`src/design/interconnect_pkg.sv`:
```
/* Shared widths and structs for the word-wide request/grant interconnect.
   Addresses are byte addresses; data is always one 32-bit word with byte enables. */

`default_nettype none

package interconnect_pkg;

    //////////////////////////////////////////////////
    // Bus widths
    //////////////////////////////////////////////////

    // Byte address width seen by masters and slaves
    localparam int unsigned ADDR_WIDTH = 32;
    // One data word per transfer
    localparam int unsigned DATA_WIDTH = 32;
    // One enable bit per byte lane
    localparam int unsigned BE_WIDTH = DATA_WIDTH / 8;

    // Read data returned for any access that hits no address rule
    localparam logic [DATA_WIDTH-1:0] ERROR_RDATA = 32'hBADACCE5;

    //////////////////////////////////////////////////
    // Request, response and address rule
    //////////////////////////////////////////////////

    // Request from a master, also used towards every slave
    typedef struct packed {
        logic                  req;
        logic                  we;
        logic [BE_WIDTH-1:0]   be;
        logic [ADDR_WIDTH-1:0] addr;
        logic [DATA_WIDTH-1:0] wdata;
    } tcdm_req_t;

    // Response to a master, valid one cycle after its grant
    typedef struct packed {
        logic                  r_valid;
        // Raised together with r_valid when the access hit no rule
        logic                  r_opc;
        logic [DATA_WIDTH-1:0] r_rdata;
    } tcdm_rsp_t;

    // One address window, start inclusive and end exclusive.
    // Region 0 is the interleaved bank space, region k is contiguous slave k-1
    typedef struct packed {
        logic [7:0]            idx;
        logic [ADDR_WIDTH-1:0] start_addr;
        logic [ADDR_WIDTH-1:0] end_addr;
    } addr_rule_t;

endpackage

`default_nettype wire

```
`src/design/addr_decoder.sv`:
```
/* Purely combinational address decode for one master.
   NR_BANKS must be a power of two; region numbers above NR_CONTIG are treated as unmapped. */

`timescale 1ns/1ps
`default_nettype none

module addr_decoder #(
    parameter int unsigned NR_BANKS  = 4,
    parameter int unsigned NR_CONTIG = 2,
    parameter int unsigned NR_RULES  = 3,
    // Banks first, then contiguous slaves, then the error responder
    localparam int unsigned NR_TARGETS = NR_BANKS + NR_CONTIG + 1,
    localparam int unsigned TGT_W      = $clog2(NR_TARGETS)
) (
    input  wire logic [interconnect_pkg::ADDR_WIDTH-1:0]  addr_i,
    input  wire interconnect_pkg::addr_rule_t [NR_RULES-1:0] rules_i,
    output logic [TGT_W-1:0]                               target_o
);

    // Number of byte-offset bits below the word address
    localparam int unsigned BYTE_OFS = $clog2(interconnect_pkg::BE_WIDTH);

    logic       hit;
    logic [7:0] hit_idx;
    logic [interconnect_pkg::ADDR_WIDTH-1:0] word_addr;

    // Word address, the low bits of which pick the interleaved bank
    assign word_addr = addr_i >> BYTE_OFS;

    // Walk the table from rule 0 upwards so the lowest matching rule wins
    always_comb begin
        hit     = 1'b0;
        hit_idx = '0;
        for (int unsigned i = 0; i < NR_RULES; i++) begin
            if (!hit && (addr_i >= rules_i[i].start_addr) && (addr_i < rules_i[i].end_addr)) begin
                hit     = 1'b1;
                hit_idx = rules_i[i].idx;
            end
        end
    end

    // Turn the region number into a crossbar target index
    always_comb begin
        // Default is the error responder, which is always the last target
        target_o = TGT_W'(NR_TARGETS - 1);
        if (hit) begin
            if (hit_idx == 8'd0) begin
                // Interleaved space spreads consecutive words over the banks
                target_o = TGT_W'(word_addr % NR_BANKS);
            end else if (hit_idx <= NR_CONTIG) begin
                // Contiguous slave k-1 sits right after the banks
                target_o = TGT_W'(NR_BANKS + hit_idx - 1);
            end
        end
    end

endmodule

`default_nettype wire

```
`src/design/rr_arbiter.sv`:
```
/* Round-robin arbiter for one crossbar target, grant is combinational.
   The priority pointer only moves when the target actually grants. */

`timescale 1ns/1ps
`default_nettype none

module rr_arbiter #(
    parameter int unsigned NR_MASTERS = 2
) (
    input  wire logic                  clk_i,
    input  wire logic                  rst_n_i,
    input  wire logic [NR_MASTERS-1:0] req_i,
    input  wire logic                  gnt_en_i,
    output logic      [NR_MASTERS-1:0] gnt_o
);

    // A single master still needs a one-bit pointer
    localparam int unsigned PTR_W = (NR_MASTERS > 1) ? $clog2(NR_MASTERS) : 1;

    logic [PTR_W-1:0] ptr_q;
    logic [PTR_W-1:0] ptr_next;
    logic [PTR_W-1:0] winner;
    logic             found;

    // First requester at or after the pointer, wrapping around once
    always_comb begin
        int unsigned cand;
        found  = 1'b0;
        winner = '0;
        for (int unsigned i = 0; i < NR_MASTERS; i++) begin
            cand = ptr_q + i;
            if (cand >= NR_MASTERS) begin
                cand = cand - NR_MASTERS;
            end
            if (!found && req_i[cand]) begin
                found  = 1'b1;
                winner = PTR_W'(cand);
            end
        end
    end

    // The target's own grant decides whether the winner is served this cycle
    always_comb begin
        gnt_o = '0;
        if (found && gnt_en_i) begin
            gnt_o[winner] = 1'b1;
        end
    end

    // Next round starts one past the master that was just served
    assign ptr_next = (winner == PTR_W'(NR_MASTERS - 1)) ? '0 : winner + 1'b1;

    always_ff @(posedge clk_i or negedge rst_n_i) begin
        if (!rst_n_i) begin
            ptr_q <= '0;
        end else if (|gnt_o) begin
            ptr_q <= ptr_next;
        end
    end

endmodule

`default_nettype wire

```
`src/design/tcdm_crossbar.sv`:
```
/* Full crossbar with one round-robin arbiter per target; every target answers one cycle
   after its grant. A target's grant must not depend combinationally on its request. */

`timescale 1ns/1ps
`default_nettype none

module tcdm_crossbar #(
    parameter int unsigned NR_MASTERS = 2,
    parameter int unsigned NR_TARGETS = 7,
    localparam int unsigned TGT_W     = $clog2(NR_TARGETS)
) (
    input  wire logic                                 clk_i,
    input  wire logic                                 rst_n_i,
    // Master side
    input  wire interconnect_pkg::tcdm_req_t [NR_MASTERS-1:0] mst_req_i,
    input  wire logic [NR_MASTERS-1:0][TGT_W-1:0]     mst_target_i,
    output logic      [NR_MASTERS-1:0]                mst_gnt_o,
    output interconnect_pkg::tcdm_rsp_t [NR_MASTERS-1:0] mst_rsp_o,
    // Target side
    output interconnect_pkg::tcdm_req_t [NR_TARGETS-1:0] tgt_req_o,
    input  wire logic [NR_TARGETS-1:0]                tgt_gnt_i,
    input  wire logic [NR_TARGETS-1:0][interconnect_pkg::DATA_WIDTH-1:0] tgt_rdata_i,
    input  wire logic [NR_TARGETS-1:0]                tgt_err_i
);

    // Per target, which masters want it this cycle
    logic [NR_TARGETS-1:0][NR_MASTERS-1:0] tgt_mreq;
    // Per target, the one-hot grant its arbiter gave out
    logic [NR_TARGETS-1:0][NR_MASTERS-1:0] arb_gnt;

    // Response tracking, one entry per master
    logic [NR_MASTERS-1:0]            rsp_valid_q;
    logic [NR_MASTERS-1:0][TGT_W-1:0] rsp_tgt_q;

    //////////////////////////////////////////////////
    // Request routing
    //////////////////////////////////////////////////

    // A master requests exactly the target its decoder picked
    always_comb begin
        for (int unsigned t = 0; t < NR_TARGETS; t++) begin
            for (int unsigned m = 0; m < NR_MASTERS; m++) begin
                tgt_mreq[t][m] = mst_req_i[m].req && (mst_target_i[m] == TGT_W'(t));
            end
        end
    end

    // One arbiter per target, enabled by that target's grant
    for (genvar t = 0; t < NR_TARGETS; t++) begin : gen_arb
        rr_arbiter #(
            .NR_MASTERS (NR_MASTERS)
        ) rr_arbiter_inst (
            .clk_i    (clk_i),
            .rst_n_i  (rst_n_i),
            .req_i    (tgt_mreq[t]),
            .gnt_en_i (tgt_gnt_i[t]),
            .gnt_o    (arb_gnt[t])
        );
    end

    // Steer the granted master's payload to each target.
    // With no grant the target sees an all-zero request, so req stays low
    always_comb begin
        for (int unsigned t = 0; t < NR_TARGETS; t++) begin
            tgt_req_o[t] = '0;
            for (int unsigned m = 0; m < NR_MASTERS; m++) begin
                if (arb_gnt[t][m]) begin
                    tgt_req_o[t] = mst_req_i[m];
                end
            end
        end
    end

    // A master asks one target at a time, so at most one arbiter grants it
    always_comb begin
        mst_gnt_o = '0;
        for (int unsigned t = 0; t < NR_TARGETS; t++) begin
            mst_gnt_o = mst_gnt_o | arb_gnt[t];
        end
    end

    //////////////////////////////////////////////////
    // Response return path
    //////////////////////////////////////////////////

    // Every grant produces exactly one response in the next cycle
    always_ff @(posedge clk_i or negedge rst_n_i) begin
        if (!rst_n_i) begin
            rsp_valid_q <= '0;
        end else begin
            rsp_valid_q <= mst_gnt_o;
        end
    end

    // Remember which target answers each granted master
    always_ff @(posedge clk_i) begin
        for (int unsigned m = 0; m < NR_MASTERS; m++) begin
            if (mst_gnt_o[m]) begin
                rsp_tgt_q[m] <= mst_target_i[m];
            end
        end
    end

    // Pick read data and error flag from the remembered target.
    // The error flag is masked so it never shows without r_valid
    always_comb begin
        for (int unsigned m = 0; m < NR_MASTERS; m++) begin
            mst_rsp_o[m].r_valid = rsp_valid_q[m];
            mst_rsp_o[m].r_opc   = rsp_valid_q[m] & tgt_err_i[rsp_tgt_q[m]];
            mst_rsp_o[m].r_rdata = tgt_rdata_i[rsp_tgt_q[m]];
        end
    end

endmodule

`default_nettype wire

```
`src/design/error_slave.sv`:
```
/* Target for unmapped addresses; grants every request and flags it as an error.
   Reads and writes alike return ERROR_RDATA one cycle later, write data is dropped. */

`timescale 1ns/1ps
`default_nettype none

module error_slave (
    input  wire logic                              clk_i,
    input  wire logic                              rst_n_i,
    input  wire interconnect_pkg::tcdm_req_t       req_i,
    output logic                                   gnt_o,
    output logic [interconnect_pkg::DATA_WIDTH-1:0] rdata_o,
    output logic                                   err_o
);

    // An accepted request waiting for its error response
    logic pending_q;

    // Never back-pressure, an unmapped access must not stall its master
    assign gnt_o = 1'b1;

    // Since the grant is constant, every request is accepted
    always_ff @(posedge clk_i or negedge rst_n_i) begin
        if (!rst_n_i) begin
            pending_q <= 1'b0;
        end else begin
            pending_q <= req_i.req;
        end
    end

    // Answer in the cycle after acceptance
    assign rdata_o = pending_q ? interconnect_pkg::ERROR_RDATA : '0;
    assign err_o   = pending_q;

endmodule

`default_nettype wire

```
`src/design/soc_interconnect.sv`:
```
/* Memory interconnect top: per-master decode, one crossbar and an error responder.
   External slaves must return read data exactly one cycle after req and gnt are both high. */

`timescale 1ns/1ps
`default_nettype none

module soc_interconnect #(
    parameter int unsigned NR_MASTERS = 2,
    // Must be a power of two
    parameter int unsigned NR_BANKS   = 4,
    parameter int unsigned NR_CONTIG  = 2,
    parameter int unsigned NR_RULES   = 3
) (
    input  wire logic                                          clk_i,
    input  wire logic                                          rst_n_i,
    input  wire interconnect_pkg::addr_rule_t [NR_RULES-1:0]   addr_rules_i,
    // Masters
    input  wire interconnect_pkg::tcdm_req_t [NR_MASTERS-1:0]  mst_req_i,
    output logic [NR_MASTERS-1:0]                              mst_gnt_o,
    output interconnect_pkg::tcdm_rsp_t [NR_MASTERS-1:0]       mst_rsp_o,
    // Interleaved SRAM banks
    output interconnect_pkg::tcdm_req_t [NR_BANKS-1:0]         bank_req_o,
    input  wire logic [NR_BANKS-1:0]                           bank_gnt_i,
    input  wire logic [NR_BANKS-1:0][interconnect_pkg::DATA_WIDTH-1:0]  bank_rdata_i,
    // Contiguous slaves
    output interconnect_pkg::tcdm_req_t [NR_CONTIG-1:0]        contig_req_o,
    input  wire logic [NR_CONTIG-1:0]                          contig_gnt_i,
    input  wire logic [NR_CONTIG-1:0][interconnect_pkg::DATA_WIDTH-1:0] contig_rdata_i
);

    // Target order is banks, contiguous slaves, error responder
    localparam int unsigned NR_TARGETS = NR_BANKS + NR_CONTIG + 1;
    localparam int unsigned TGT_W      = $clog2(NR_TARGETS);

    logic [NR_MASTERS-1:0][TGT_W-1:0]                          mst_target;
    interconnect_pkg::tcdm_req_t [NR_TARGETS-1:0]              tgt_req;
    logic [NR_TARGETS-1:0]                                     tgt_gnt;
    logic [NR_TARGETS-1:0][interconnect_pkg::DATA_WIDTH-1:0]   tgt_rdata;
    logic [NR_TARGETS-1:0]                                     tgt_err;

    // Error responder outputs
    logic                                  err_gnt;
    logic [interconnect_pkg::DATA_WIDTH-1:0] err_rdata;
    logic                                  err_flag;

    //////////////////////////////////////////////////
    // Address decode, one per master
    //////////////////////////////////////////////////

    for (genvar m = 0; m < NR_MASTERS; m++) begin : gen_dec
        addr_decoder #(
            .NR_BANKS  (NR_BANKS),
            .NR_CONTIG (NR_CONTIG),
            .NR_RULES  (NR_RULES)
        ) addr_decoder_inst (
            .addr_i   (mst_req_i[m].addr),
            .rules_i  (addr_rules_i),
            .target_o (mst_target[m])
        );
    end

    //////////////////////////////////////////////////
    // Crossbar and target wiring
    //////////////////////////////////////////////////

    // Banks take the low target slots, the error responder the top one
    assign tgt_gnt   = {err_gnt, contig_gnt_i, bank_gnt_i};
    assign tgt_rdata = {err_rdata, contig_rdata_i, bank_rdata_i};
    // External slaves never report errors
    assign tgt_err   = {err_flag, {(NR_BANKS + NR_CONTIG){1'b0}}};

    assign bank_req_o   = tgt_req[NR_BANKS-1:0];
    assign contig_req_o = tgt_req[NR_BANKS+NR_CONTIG-1:NR_BANKS];

    tcdm_crossbar #(
        .NR_MASTERS (NR_MASTERS),
        .NR_TARGETS (NR_TARGETS)
    ) tcdm_crossbar_inst (
        .clk_i        (clk_i),
        .rst_n_i      (rst_n_i),
        .mst_req_i    (mst_req_i),
        .mst_target_i (mst_target),
        .mst_gnt_o    (mst_gnt_o),
        .mst_rsp_o    (mst_rsp_o),
        .tgt_req_o    (tgt_req),
        .tgt_gnt_i    (tgt_gnt),
        .tgt_rdata_i  (tgt_rdata),
        .tgt_err_i    (tgt_err)
    );

    // Catches every access that matched no rule
    error_slave error_slave_inst (
        .clk_i   (clk_i),
        .rst_n_i (rst_n_i),
        .req_i   (tgt_req[NR_TARGETS-1]),
        .gnt_o   (err_gnt),
        .rdata_o (err_rdata),
        .err_o   (err_flag)
    );

endmodule

`default_nettype wire

```
`config.mk`:
```
export PLATFORM = sky130hd
export DESIGN_NAME = soc_interconnect
export DESIGN_NICKNAME = d
export VERILOG_FILES = /design/src/design/interconnect_pkg.sv /design/src/design/addr_decoder.sv /design/src/design/rr_arbiter.sv /design/src/design/tcdm_crossbar.sv /design/src/design/error_slave.sv /design/src/design/soc_interconnect.sv
export SDC_FILE = /design/constraint.sdc
export NUM_CORES = 1
export LEC_CHECK = 0
export ABC_CLOCK_PERIOD_IN_PS = 12370
export BUFFER_PORTS_ARGS = -buffer_cell sky130_fd_sc_hd__buf_4
export CORE_AREA = 8 8 402 404
export DETAILED_ROUTE_END_ITERATION = 8
export DIE_AREA = 0 0 410 412
export PLACE_DENSITY = 0.31
export SYNTH_ARGS = -nofsm -noshare
export SYNTH_HDL_FRONTEND = slang
export SYNTH_SLANG_ARGS = --single-unit
```
`constraint.sdc`:
```
create_clock -name clk_i -period 12.37 [get_ports clk_i]
set_input_delay 3.711 -clock clk_i [delete_from_list [all_inputs] [get_ports clk_i]]
set_output_delay 3.711 -clock clk_i [all_outputs]
set_load 0.005 [all_outputs]
```
; Yosys cells after proc, flatten, opt, wreduce, memory -nomap -nowiden
; Cells that the tools add are included.
[classes]
n_bitwise = 8
n_reduce_logical = 66
n_lt_le_gt_ge = 58
eq_ne = 12
muxes = 139
add_sub_neg = 32
[ops]
columns = operator, n
row1 = 2-to-1 mux 70 bit, 14
row2 = 2-to-1 mux 32 bit, 17
row3 = less-than comparator 32 x 2 -> 1 bit (second input constant), 14
row4 = binary-select mux 32 bit (select 3 bit), 2
row5 = greater-or-equal comparator 32 bit, 6
row6 = less-than comparator 32 bit, 6
row7 = 2-to-1 mux 1 bit, 78
row8 = 2-to-1 mux 8 bit, 6
row9 = logical AND 1 bit, 44
row10 = subtractor 1 x 2 -> 3 bit (second input constant), 7
row11 = subtractor 2 x 2 -> 3 bit (second input constant), 7
row12 = equality test 3 bit (second input constant), 6
row13 = 2-to-1 mux 3 bit, 6
row14 = <= comparator 8 x 2 -> 1 bit (second input constant), 2
row15 = logical NOT 8 bit, 2
row16 = adder 1 x 1 -> 2 bit (second input constant), 7
row17 = greater-or-equal comparator 1 x 2 -> 1 bit (second input constant), 7
row18 = greater-or-equal comparator 2 bit (second input constant), 7
row19 = less-than comparator 1 x 2 -> 1 bit (second input constant), 7
row20 = 2-to-1 mux 2 bit, 7
row21 = OR reduction 2 bit, 7
row22 = equality test 3 x 2 -> 1 bit (second input constant), 4
row23 = bitwise OR 2 bit, 6
row24 = logical NOT 1 bit, 11
row25 = other kinds (10), 35
[word_totals]
input_bits = 556
elab_cells = 326
reg_bits = 16

; Logic depth before layout (Yosys ltp)
[logic_depth]
word_depth = 35
depth_mapped = 24
ltp_nobuf = 21

; Hierarchy
; From an unflattened synthesis, not the netlist that was laid out.
[unflattened]
cells_unflattened = 3269
hier_area_um2 = 20991.4
[modules_own_cells]
columns = mod, area_each_um2, cells_per_inst, instances, seq_area_each_um2
row1 = tcdm_crossbar, 10321.1, 1796, 1, 230.2
row2 = addr_decoder, 4978.5, 690, 2, 0.0
row3 = rr_arbiter, 61.3, 8, 7, 25.0
row4 = error_slave, 280.3, 36, 1, 25.0
row5 = soc_interconnect, 3.8, 1, 1, 0.0

; Least setup slack after synthesis
; OpenSTA, ideal clock, no wires.
[synth_timing]
path_type = input to output
from = in mst_req_i[32] in the netlist's numbering
to = out bank_req_o[189] in the netlist's numbering
path_slack_ns = 0.545
t_arrival_ns = 8.114
stages = 22
path_buffers = 2
cell_sequence = inv_1 ha_1 nand2b_1 a2111oi_0 nor4_1 o41a_1 o22ai_2 or2_1 a311o_1 nand2_1 ha_1 inv_1 nand2_1 a211oi_1 a41oi_1 o211ai_1 nand3_1 or3_1 nor2_1 buf_2 buf_4 a22o_1
[synth_lines]
columns = element, line
row1 = start: declaration, soc_interconnect.sv:18  ; input wire interconnect_pkg::tcdm_req_t [NR_MASTERS-1:0] mst_req_i,
row2 = end: declaration, soc_interconnect.sv:22  ; output interconnect_pkg::tcdm_req_t [NR_BANKS-1:0] bank_req_o,

==> qor.yml <==
status:
  status: "finished, violations left"
  violations: "negative setup slack"
synth:
  yosysSeqAreaShare_pct: 2.42
  netlist_top_cells_area: "ha_1 (27%), a22o_1 (20%), mux4_2 (8.1%), inv_1 (5.1%), mux2i_1 (3.7%)"
  synth_cell_types: 85
  synth_xor_area_share_pct: 0.0493
  yosysTopAreaCell: "ha_1"
  synth_flop_cell: "dfrtp_1"
  yosys.area_share.simple_pct: 12.8
  syn_area_per_cell_um2: 8.20
  syn_inst: 2170
  synth_mux_area_share_pct: 11.8
  synth_top_area_share_pct: 27.0
  ys_ff_latch: 16
  synth_warnings: 0
  synthesis.nets: 3110
  synth-compound-area-share_pct: 37.2
  synth_edf_count: 6
  synth-async-reset-ratio_pct: 62.5
  syn-cell-area_um2: 17800
  synth_top_family_by_area: "compound AO/OA/AOI/OAI gates"
  synth-adder-area-share_pct: 27.0
sta:
  worst_slew_pin_slew_ns: 0.888
  setup_viol_count_final: 418
  whs_ns: 0.524
  finalCritPeriodShare_pct: 104
  relSlewSlack_pct: 40.8
  rsz0062_at_grt: "true"
  drv_slew: 0
  hold_viol: 0
  max_freq_mhz: 78.0
  finalSetupTns_ns: -116.65
  finalCriticalPeriod_ns: 12.81
  timing.final.ws_setup_ns: -0.442
  worst_clock_skew_ns: 0.00332
floorplanning:
  die_h_um: 412
  rows: 145
  core_um2: 155000
  initial_core_util_pct: 11.5
  ioPinCount: 1046
  chipWidth_um: 410
  dieArea_um2: 169000
global_route:
  grt.total_usage_pct: 19.7
  grt_pass1_vias: 27000
  grt_pass1_wl_um: 236000
  gr-total-overflow: 0
  grt_max_degree: 45
  antenna_found_initial: 40
finish:
  drive_gt1_share_pct: 50.6
  fin_nets: 4726
  syn_to_final_growth_pct: 102
  final_common_cell: "buf_4"
  final_cell_mix: "buf_4 (1474), a22o_1 (398), ha_1 (379)"
  utilization_pct: 23.1
  final_area_um2: 35800
route:
  drtAntennaViolNets: 0
  first_pass_iters: 7
  vias_per_cell: 4.42
  drt_iter0_drc: 1653
  remaining_drc_errors: 0
  drt_wl_total_um: 179000
  via_count: 25900
  wl_per_cell_um: 30.6
clock_tree:
  cts_tree: "done"
  clock_latency_ns: 0.25
  htree_levels: 1
  cts.root.buffer_cell: "clkbuf_16"
  cts_hold_buf: 0
  numCtsBuffers: 3
  clk_pin_slew_worst_paths_ns: 0.05
  clockBufferDepth: 2
  clock_sinks: 16
flow_run:
  cap_violations: 0
power_and_ir_drop:
  vdd_drop_max_mv: 0.0424
  pwr-share-clk_pct: 3.7
  power.share.combinational_pct: 91.0
  switchingPower_uw: 892
  swShare_pct: 49.7
  total_power_uw: 1790
  powerDensity_nw_per_um2: 50.0
  p_leak_uw: 0.0178
  seqPwrFrac_pct: 5.3
  p_int_uw: 902
critical_path:
  cp_slowest_cell: "or4_4"
  startpoint_type: "input port"
  path_buf_inv: 15
  critical_path.max_stage_delay_ns: 0.56
  cp_top_family: "buffers and inverters"
  crit_type: "in2out"
  endpoint_kind: "output pin"
  arrival_ns: 9.10
  cp.required_ns: 8.66
  critPathMostFrequentCell: "buf_4"
  worst-path-max-fanout: 8
placed_design:
  dpl.hpwl_um: 147000
  io_buffers: 1045
  placed_cell_area_um2: 32400
  globalplace.congestion: 0.850
hold_path:
  hp-class: "reg2reg"
## kinds of logic after synthesis
group	Yosys count
adders and majority gates	384
and+or+nand+nor	412
DFF	16
buffers and inverters	373
xor gates and xnor gates	1
muxes	130
AOI/OAI and AO/OA	854
## layer usage
layer  global-route usage, %  wire, um  up-vias
met5                       0       167        -
met4                    3.88      3380       28
met3                    3.66     10400      126
met2                    35.7     90500      967
met1                    24.2     74700    12800
li1                        -         -    11900
## registers in the layout, summed over array words and instances, names as in the netlist
name                                              flops
tcdm_crossbar_inst.rsp_tgt_q                          6
error_slave_inst.err_o                                1
tcdm_crossbar_inst.gen_arb.rr_arbiter_inst.ptr_q      7
tcdm_crossbar_inst.rsp_valid_q                        2
## path summary, 6_finish.rpt
kind                            slack (ns)  cells after the start                                 to     startpoint
worst max-delay path                 -0.44                     30                    bank_req_o[133]  mst_req_i[55]
worst min-delay path                  0.52                      1                               flop           flop
worst max register to register       10.19                      5    tcdm_crossbar_inst.rsp_tgt_q[4]           flop
worst min register to register        0.52                      1                               flop           flop
max in group asynchronous             8.89                      1         asynchronous set/reset pin        rst_n_i
min in group asynchronous             3.30                      1  tcdm_crossbar_inst.rsp_valid_q[1]        rst_n_i
## stage by stage
stage | instances | setup WS (ns)
after floorplan | 2170 | 0.545
after global placement | 5708 | -1.56
after detailed placement | 5708 | -1.69
after CTS | 5828 | -0.602
after global routing | 5856 | -0.631
final | 5859 | -0.442
## cells in the mapped netlist, drive strengths merged (22+ instances only)
cell type,number
nand4,57
nor3,22
a21o,39
ha,384
a22o,412
mux2i,66
nand2b,65
nand3,35
o22ai,28
clkbuf,66
inv,242
nor2,53
a21oi,128
buf,65
nand2,90
o211ai,47
o21ai,60
mux4,64
## worst reg2reg max path: cells and delay by family, from the launching register on
kind	cells	cell delay [ns]
compound gates	2	0.41
buf+inv	1	0.20
simple gates	2	0.89
flops	1	0.46
## area by class of cell
class / instances / area, um^2
Multi-Input combinational cell: 1781 / 16500
Antenna cell: 17 / 42.5
Sequential cell: 16 / 430
Clock buffer: 3 / 75.1
Fill cell: 17400 / 119000
Inverter: 242 / 921
Tap cell: 2058 / 2570
Timing Repair Buffer: 1742 / 15300
## power groups by stage
stage / sequential (uW) / combinational [uW] / clock [uW]
6_report: 95.0 / 1630 / 65.7
3_5_place_dp: 93.0 / 1540 / 0
2_1_floorplan: 85.5 / 625 / 0
5_1_grt: 97.0 / 1760 / 69.8
3_3_place_gp: 94.0 / 1540 / 0
4_1_cts: 93.7 / 1630 / 67.9
## timing repair
action                                  CTS  global route
pin swaps                               107           119
gates resized for setup                 263            88
setup buffers                            89            24
gates cloned                             37             4
endpoints found under the setup margin  422           422
Power figures use the tool's default switching activity.
